[src/common/dai_config.svh]
`ifndef DAI_CONFIG_SVH
`define DAI_CONFIG_SVH

// ring geometry
// pointer width sets the depth, indices wrap naturally
`define DAI_PTR_W       6
`define DAI_RING_DEPTH  64

// audio word width as delivered by the deserializer
// sits left aligned in a 32 bit I2S slot
`define DAI_SAMPLE_W    24

// R bus regions, taken from addr[15:12]
// unread register at {region, ch, 8'h00}
`define DAI_REG_REGION  4'hd
// sample window at {region, ch, offset}
`define DAI_WIN_REGION  4'hf

// left and right
// channel field values at or above this read as zero
`define DAI_NUM_CH      2

`endif

[src/common/dai_pkg.sv]
`include "dai_config.svh"

package dai_pkg;

    // one audio sample
    typedef logic [`DAI_SAMPLE_W-1:0] sample_t;

    // ring index and unread count share the pointer width
    typedef logic [`DAI_PTR_W-1:0] ring_ptr_t;
    typedef logic [`DAI_PTR_W-1:0] unread_t;

    // R bus words
    typedef logic [31:0] bus_addr_t;
    typedef logic [31:0] bus_data_t;

    // channel field, addr[11:8]
    typedef logic [3:0] chan_t;

    // deserializer output
    // ch 0 is left (lrclk low), ack is a single cycle strobe
    typedef struct packed {
        sample_t data;
        logic    ch;
        logic    ack;
    } rx_sample_s;

    // bus request as seen by the core side
    // we is a level, sampled every cycle
    typedef struct packed {
        bus_addr_t addr;
        bus_data_t data;
        logic      we;
    } rbus_req_s;

    // what the readback register loads
    typedef enum logic [1:0] {
        SEL_NONE,
        SEL_UNREAD,
        SEL_WINDOW
    } read_sel_e;

    // deserializer word FSM
    typedef enum logic [1:0] {
        IDLE,
        SHIFT,
        DONE
    } deser_state_e;

endpackage

[src/dai_rx/i2s_rx_deser.sv]
`timescale 1ns/1ps
`include "dai_config.svh"

module i2s_rx_deser (
    input  logic                clk,
    input  logic                rst,
    input  logic                bclk_i,
    input  logic                lrclk_i,
    input  logic                sdata_i,
    output dai_pkg::rx_sample_s sample_o
);
    import dai_pkg::*;

    // counts captured bits 0 .. sample width - 1
    localparam int CNT_W = $clog2(`DAI_SAMPLE_W);
    localparam logic [CNT_W-1:0] LAST_BIT = CNT_W'(`DAI_SAMPLE_W - 1);

    deser_state_e     state;
    logic             bclk_q;
    logic             lr_prev;
    logic             bclk_rise;
    logic             word_start;
    logic             begin_word;
    logic [CNT_W-1:0] bit_cnt;
    sample_t          shreg;
    logic             ch_q;

    // pin history
    // lrclk is compared at bit clock rises only, the level during reset is the start point
    always_ff @(posedge clk) begin
        bclk_q <= bclk_i;
        if (rst || bclk_rise) begin
            lr_prev <= lrclk_i;
        end
    end

    assign bclk_rise = bclk_i && !bclk_q;

    // lrclk moved since the last rise
    // this rise is the one bit delay slot, MSB follows on the next rise
    assign word_start = bclk_rise && (lrclk_i != lr_prev);

    // no restart while ack is out, keeps data and ch stable for the ring
    assign begin_word = word_start && (state != DONE);

    always_ff @(posedge clk) begin
        if (rst) begin
            state   <= IDLE;
            bit_cnt <= '0;
        end else begin
            case (state)
                IDLE: begin
                    if (begin_word) begin
                        state   <= SHIFT;
                        bit_cnt <= '0;
                    end
                end
                SHIFT: begin
                    if (begin_word) begin
                        // short word, drop it and restart
                        bit_cnt <= '0;
                    end else if (bclk_rise) begin
                        if (bit_cnt == LAST_BIT) begin
                            state <= DONE;
                        end else begin
                            bit_cnt <= bit_cnt + 1'b1;
                        end
                    end
                end
                DONE: begin
                    // single ack cycle
                    // trailing slot bits are ignored in IDLE
                    state <= IDLE;
                end
                default: state <= IDLE;
            endcase
        end
    end

    // payload, MSB first
    always_ff @(posedge clk) begin
        if (begin_word) begin
            // lrclk high means right
            ch_q <= lrclk_i;
        end
        if (state == SHIFT && bclk_rise && !begin_word) begin
            shreg <= {shreg[`DAI_SAMPLE_W-2:0], sdata_i};
        end
    end

    // ack is high the cycle after the LSB capture
    assign sample_o = '{data: shreg, ch: ch_q, ack: (state == DONE)};

    // a sample is delivered once
    ack_single_cycle: assert property (
        @(posedge clk) disable iff (rst)
        sample_o.ack |=> !sample_o.ack
    ) else $error("i2s_rx_deser: ack held for two cycles");

endmodule

[src/dai_rx/dai_rx_ring.sv]
`timescale 1ns/1ps
`include "dai_config.svh"

module dai_rx_ring (
    input  logic               clk,
    input  logic               rst,
    input  logic               wr_en_i,
    input  dai_pkg::sample_t   wr_data_i,
    input  logic               shift_i,
    input  dai_pkg::ring_ptr_t offset_i,
    output dai_pkg::sample_t   win_data_o,
    output dai_pkg::unread_t   unread_o
);
    import dai_pkg::*;

    sample_t   mem [`DAI_RING_DEPTH];
    ring_ptr_t wr_ptr;
    ring_ptr_t rd_ptr;
    ring_ptr_t win_idx;
    unread_t   unread;

    // write side
    always_ff @(posedge clk) begin
        if (rst) begin
            wr_ptr <= '0;
        end else if (wr_en_i) begin
            wr_ptr <= wr_ptr + 1'b1;
        end
    end

    always_ff @(posedge clk) begin
        if (wr_en_i) begin
            mem[wr_ptr] <= wr_data_i;
        end
    end

    // read side
    // shift retires the oldest sample
    always_ff @(posedge clk) begin
        if (rst) begin
            rd_ptr <= '0;
            unread <= '0;
        end else begin
            case ({shift_i, wr_en_i})
                2'b10: begin
                    unread <= unread - 1'b1;
                    rd_ptr <= rd_ptr + 1'b1;
                end
                2'b01: begin
                    unread <= unread + 1'b1;
                end
                2'b11: begin
                    // one in and one out so the count holds
                    rd_ptr <= rd_ptr + 1'b1;
                end
                default: begin
                end
            endcase
        end
    end

    // window wraps modulo depth through the pointer width
    assign win_idx    = rd_ptr + offset_i;
    assign win_data_o = mem[win_idx];
    assign unread_o   = unread;

    // count full at 63
    // one more write would alias the oldest entry
    no_overflow: assert property (
        @(posedge clk) disable iff (rst)
        (wr_en_i && !shift_i) |-> (unread != '1)
    ) else $error("dai_rx_ring: write with ring full");

    no_underflow: assert property (
        @(posedge clk) disable iff (rst)
        (shift_i && !wr_en_i) |-> (unread != '0)
    ) else $error("dai_rx_ring: shift with nothing unread");

endmodule

[src/logic/rbus_decode.sv]
`timescale 1ns/1ps
`include "dai_config.svh"

module rbus_decode (
    input  dai_pkg::rbus_req_s  req_i,
    output logic [1:0]          shift_o,
    output dai_pkg::read_sel_e  sel_o,
    output logic                ch_o,
    output dai_pkg::ring_ptr_t  offset_o
);
    import dai_pkg::*;

    logic [3:0] region;
    chan_t      chan;
    logic [7:0] low_byte;
    logic       ch_valid;
    logic       unread_hit;
    logic       win_hit;

    // address layout {region[15:12], ch[11:8], low[7:0]}
    // bits 31:16 are not decoded
    assign region   = req_i.addr[15:12];
    assign chan     = req_i.addr[11:8];
    assign low_byte = req_i.addr[7:0];

    // only left and right exist
    assign ch_valid = (chan < chan_t'(`DAI_NUM_CH));

    assign unread_hit = ch_valid && (region == `DAI_REG_REGION) && (low_byte == 8'h00);
    // offset is addr[5:0], bits 7:6 ignored
    assign win_hit    = ch_valid && (region == `DAI_WIN_REGION);

    always_comb begin
        if (unread_hit) begin
            sel_o = SEL_UNREAD;
        end else if (win_hit) begin
            sel_o = SEL_WINDOW;
        end else begin
            sel_o = SEL_NONE;
        end
    end

    // write to the unread address retires one sample
    // written data is don't care
    always_comb begin
        shift_o = '0;
        for (int c = 0; c < `DAI_NUM_CH; c++) begin
            shift_o[c] = req_i.we && unread_hit && (chan == chan_t'(c));
        end
    end

    // low bit is enough once the channel is known valid
    assign ch_o     = chan[0];
    assign offset_o = req_i.addr[`DAI_PTR_W-1:0];

endmodule

[src/logic/rbus_readback.sv]
`timescale 1ns/1ps
`include "dai_config.svh"

module rbus_readback (
    input  logic                    clk,
    input  logic                    rst,
    input  dai_pkg::read_sel_e      sel_i,
    input  logic                    ch_i,
    input  dai_pkg::sample_t [1:0]  win_data_i,
    input  dai_pkg::unread_t [1:0]  unread_i,
    output dai_pkg::bus_data_t      data_o
);
    import dai_pkg::*;

    bus_data_t rd_value;

    // pick channel and kind, zero extend to the bus width
    // ring values are sampled before this edge's update
    always_comb begin
        case (sel_i)
            SEL_UNREAD: rd_value = {{(32 - `DAI_PTR_W){1'b0}}, unread_i[ch_i]};
            SEL_WINDOW: rd_value = {{(32 - `DAI_SAMPLE_W){1'b0}}, win_data_i[ch_i]};
            default:    rd_value = '0;
        endcase
    end

    // registered bus data
    always_ff @(posedge clk) begin
        if (rst) begin
            data_o <= '0;
        end else begin
            data_o <= rd_value;
        end
    end

endmodule

[src/dai_rx/dai_rx_top.sv]
`timescale 1ns/1ps
`include "dai_config.svh"

module dai_rx_top (
    input  logic                clk,
    input  logic                rst,
    input  logic                bclk_i,
    input  logic                lrclk_i,
    input  logic                sdata_i,
    input  dai_pkg::rbus_req_s  req_i,
    output dai_pkg::bus_data_t  data_o
);
    import dai_pkg::*;

    rx_sample_s                     rx_sample;
    logic [`DAI_NUM_CH-1:0]         ring_wr;
    logic [1:0]                     shift;
    read_sel_e                      sel;
    logic                           ch;
    ring_ptr_t                      offset;
    sample_t [`DAI_NUM_CH-1:0]      win_data;
    unread_t [`DAI_NUM_CH-1:0]      unread;

    // pins in, tagged samples out
    i2s_rx_deser u_deser (
        .clk      (clk),
        .rst      (rst),
        .bclk_i   (bclk_i),
        .lrclk_i  (lrclk_i),
        .sdata_i  (sdata_i),
        .sample_o (rx_sample)
    );

    // one ring per channel
    // the channel bit of the sample picks the ring
    for (genvar g = 0; g < `DAI_NUM_CH; g++) begin : g_ring
        assign ring_wr[g] = rx_sample.ack && (rx_sample.ch == 1'(g));

        dai_rx_ring u_ring (
            .clk        (clk),
            .rst        (rst),
            .wr_en_i    (ring_wr[g]),
            .wr_data_i  (rx_sample.data),
            .shift_i    (shift[g]),
            .offset_i   (offset),
            .win_data_o (win_data[g]),
            .unread_o   (unread[g])
        );
    end

    // address decode, all combinational
    rbus_decode u_decode (
        .req_i    (req_i),
        .shift_o  (shift),
        .sel_o    (sel),
        .ch_o     (ch),
        .offset_o (offset)
    );

    // one cycle read latency
    rbus_readback u_readback (
        .clk        (clk),
        .rst        (rst),
        .sel_i      (sel),
        .ch_i       (ch),
        .win_data_i (win_data),
        .unread_i   (unread),
        .data_o     (data_o)
    );

endmodule

[config.mk]
export PLATFORM = sky130hd
export DESIGN_NAME = dai_rx_top
export DESIGN_NICKNAME = d
export VERILOG_FILES = /design/src/common/dai_pkg.sv /design/src/dai_rx/i2s_rx_deser.sv /design/src/dai_rx/dai_rx_ring.sv /design/src/logic/rbus_decode.sv /design/src/logic/rbus_readback.sv /design/src/dai_rx/dai_rx_top.sv
export VERILOG_INCLUDE_DIRS = /design/src /design/src/common
export SDC_FILE = /design/constraint.sdc
export NUM_CORES = 2
export LEC_CHECK = 0
export BUFFER_PORTS_ARGS = -buffer_cell sky130_fd_sc_hd__buf_2
export CORE_UTILIZATION = 39
export CTS_CLUSTER_SIZE = 12
export DETAILED_ROUTE_END_ITERATION = 10
export GPL_TIMING_DRIVEN = 0
export PLACE_DENSITY = 0.62
export SKIP_LAST_GASP = 1
export SYNTH_ARGS = -nofsm -noshare
export SYNTH_HDL_FRONTEND = slang
export SYNTH_HIERARCHICAL = 1
export SYNTH_SLANG_ARGS = --single-unit
[constraint.sdc]
create_clock -name clk -period 4.85 [get_ports clk]
set_clock_uncertainty 0.15 [all_clocks]
set_input_delay 0.485 -clock clk [delete_from_list [all_inputs] [get_ports clk]]
set_output_delay 0.485 -clock clk [all_outputs]
set_load 0.01 [all_outputs]
==> impl_metrics.tcl <==
set metrics [dict create \
    gp_congestion 0.939 \
    die_height_um 565 \
    synth_cell_types 61 \
    synth-xor-area-share_pct 0.261 \
    path_class "register to register" \
    portBuffers 45 \
    synthAdderAreaFrac_pct 0.379 \
    grt_pass1_vias 62600 \
    synthSimpleGateAreaFrac_pct 3.34 \
    ys_warn_count 6 \
    clk_pin_slew_ns 0.06 \
    crit_arrival_ns 5.55 \
    final.period_utilization_pct 102 \
    clk-insertion-delay-late_ns 0.87 \
    fillers 25800 \
    cp_common_cell "mux2i_2" \
    rsz0062_at_grt "yes" \
    yosys-top-cells-count "edfxtp_1, mux4_2, nand2_1" \
    cts_buffer_depth 4 \
    cts_tree "yes" \
    grt_pass1_wl_mm 464 \
    p_total_uw 54900 \
    stdcell_count 10900 \
    synth-seq-area-share_pct 76.4 \
    startpoint_type "register" \
    track_usage_pct 20.5 \
    violations "setup timing" \
    ir_drop_uv 283 \
    setup_viol 10 \
    hold_viol 0 \
    cpPeakStageDelay_ns 0.52 \
    drc_errors 0 \
    die_area_um2 319000 \
    synth_top_cell_by_area "edfxtp_1" \
    nets 6641 \
    viasPerCell 5.81 \
    cp_cell_sequence "ha_1, inv_1, fa_1, xnor2_1, buf_4, clkbuf_4, clkbuf_1, nand2_1, a31oi_2, mux2i_2, mux2i_2, mux2i_1, nor2_2" \
    io_pins 102 \
    required_ns 5.46 \
    crit_family "buffers and inverters" \
    first_pass_iters 6 \
    placed_cells 10400 \
    slew_headroom_pct 4.18 \
    period_needed_ns 4.94 \
    synth_most_common_cell "edfxtp_1" \
    antenna_found_initial 14 \
    worst_slew_pin_slew_ns 1.43 \
    dieWidth_um 565 \
    synthTopCellsByArea "edfxtp_1, mux4_2, mux2i_1, a2111oi_0, nand2_1" \
    place_ws_ns -1.68 \
    synthCells 5923 \
    power_density_nw_per_um2 377 \
    power_leakage_uw 0.0456 \
    hpwlAfterDp_mm 226 \
    cts_made_buffers 321 \
    synth_area_per_cell_um2 20.9 \
    status "finished, violations left" \
    wl_per_cell_um 30.3 \
    cts_max_level 5 \
    syn_area_um2 124000 \
    synthMuxAreaShare_pct 15.4 \
    path_buf_inv 4 \
    root_buffer "clkbuf_16" \
    synth-edff-count 3098 \
    cpMaxStageDelayCell "mux2i_2" \
    utilization_pct 46.2 \
    synth_top_area_share_pct 75.2 \
    initial_core_util_pct 39.2 \
    drtIter0Drc 7586 \
    grt_max_degree 29 \
    slew_viol_final 0 \
    syn2layout_area_growth_pct 17.7 \
    ys_seq_elements 3166 \
    rows 206 \
    grt-ovfl-total 0 \
    synth_top_family_by_area "multiplexers" \
    ys_async_sr_fraction_pct 0 \
    drv_cap 0 \
    layout-drive-gt1-share_pct 28.9 \
    vias 63200 \
    cts.sinks 3166 \
    core_um2 315000 \
    cp_max_fo 10 \
    fmax_ghz 0.202 \
    synth_compound_area_share_pct 2.69 \
    setup_ws_ns -0.0904 \
    hold_path_class "primary input to register" \
    drt_wl_total_mm 330 \
    ant_nets 0 \
    end_kind "register" \
    synth_flop_cell "edfxtp_1" \
]
-- kinds of logic (layout without fill, tap and decap cells) --
| family | after synthesis | after routing |
|---|---|---|
| flops | 3166 | 3166 |
| mux | 946 | 946 |
| simple gates | 882 | 882 |
| compound gates | 450 | 450 |
| buf+inv | 407 | 1198 |
| xor+xnor | 36 | 36 |
| fa+ha+maj | 35 | 35 |
| other cells | 1 | 16 |
-- routing by layer --
metal	global-route usage, %	share of wire, %
met1	28.8	41
met2	31.8	46
met3	3.94	9.1
met4	7.87	4.0
met5	0	0.0027
-- flip-flops by register name (all words and copies together), names as in the netlist --
register / cells
g_ring.u_ring/mem: 3072
u_readback/data_o: 24
g_ring.u_ring/rd_ptr: 12
u_deser/lr_prev: 1
u_deser/ch_q: 1
u_deser/bclk_q: 1
u_deser/state: 2
u_deser/bit_cnt: 5
u_deser/shreg: 24
g_ring.u_ring/wr_ptr: 12
g_ring.u_ring/unread_o: 12
-- layout make-up --
cell class / instances / area, um2 / share of cell area, %
inverter: 22 / 82.6 / 0.0568
sequential: 3166 / 94400 / 64.9
antenna: 8 / 20.0 / 0.0138
multi-input combinational: 2357 / 29100 / 20.0
buffer: 385 / 2000 / 1.38
clock buffer: 455 / 8830 / 6.07
tap: 4160 / 5200 / 3.58
timing repair buffer: 283 / 5430 / 3.73
clock inverter: 53 / 405 / 0.279
-- path summary, 6_finish.rpt --
path / slack (ns) / from / to / cells after the start
hold / removal: 0.21 / bclk_i / u_deser/bclk_q / 2
hold reg to reg: 0.34 / g_ring[1].u_ring/unread_o[5] / g_ring[1].u_ring/unread_o[5] / 2
setup / recovery: -0.09 / g_ring[1].u_ring/rd_ptr[0] / u_readback/data_o[16] / 13
setup reg to reg: -0.09 / g_ring[1].u_ring/rd_ptr[0] / u_readback/data_o[16] / 13
-- cells in the final DEF, fill, tap and decap left out, types with 28 or more instances in the layout --
| cell type | netlist | routed |
|---|---|---|
| a31oi_1 | 192 | 173 |
| buf_4 | 28 | 49 |
| clkinv_1 | 0 | 28 |
| clkbuf_16 | 0 | 329 |
| clkbuf_2 | 0 | 45 |
| and2_0 | 48 | 48 |
| a2111oi_2 | 0 | 75 |
| nor2_4 | 0 | 89 |
| buf_16 | 0 | 145 |
| ha_1 | 31 | 31 |
| dfxtp_1 | 68 | 68 |
| edfxtp_1 | 3098 | 3098 |
| mux2i_1 | 178 | 135 |
| mux4_2 | 768 | 768 |
| and2_1 | 144 | 144 |
| nor2_1 | 171 | 52 |
| buf_2 | 94 | 154 |
| buf_6 | 20 | 51 |
| a2111oi_0 | 192 | 50 |
| mux2i_2 | 0 | 36 |
| a2111oi_1 | 0 | 67 |
| nand2_1 | 417 | 417 |
| nor2_2 | 0 | 30 |
| clkbuf_1 | 200 | 264 |
-- what timing repair did --
action                                  in CTS  in global routing
hold buffers                                 4                  0
gates resized for setup                    317                 92
pin swaps                                    2                  0
buffers inserted                             7                  0
endpoints found under the setup margin      24                 24
endpoints found under the hold margin       12                  0
-- report_power, final --
| group | leakage [uW] | switching, uW | internal (uW) | total, uW |
|---|---|---|---|---|
| logic | 0.0127 | 1630 | 1040 | 2660 |
| clock network | 0.00448 | 9820 | 12800 | 22600 |
| registers | 0.0284 | 11.6 | 29600 | 29600 |
| total | 0.0456 | 11500 | 43400 | 54900 |
-- through the flow --
| step | setup TNS [ns] | area (um2) | hold WS [ns] |
|---|---|---|---|
| finish | -0.459 | 145000 | 0.212 |
| detailed placement | -35.22 | 135000 | 0.333 |
| global placement | -1774.10 | 129000 | 0.326 |
| CTS | -0.164 | 145000 | 0.185 |
| floorplan | 0 | 124000 | 0.307 |
| global route | -0.0148 | 145000 | 0.229 |
Note: power is estimated with default switching activity, not from simulation.
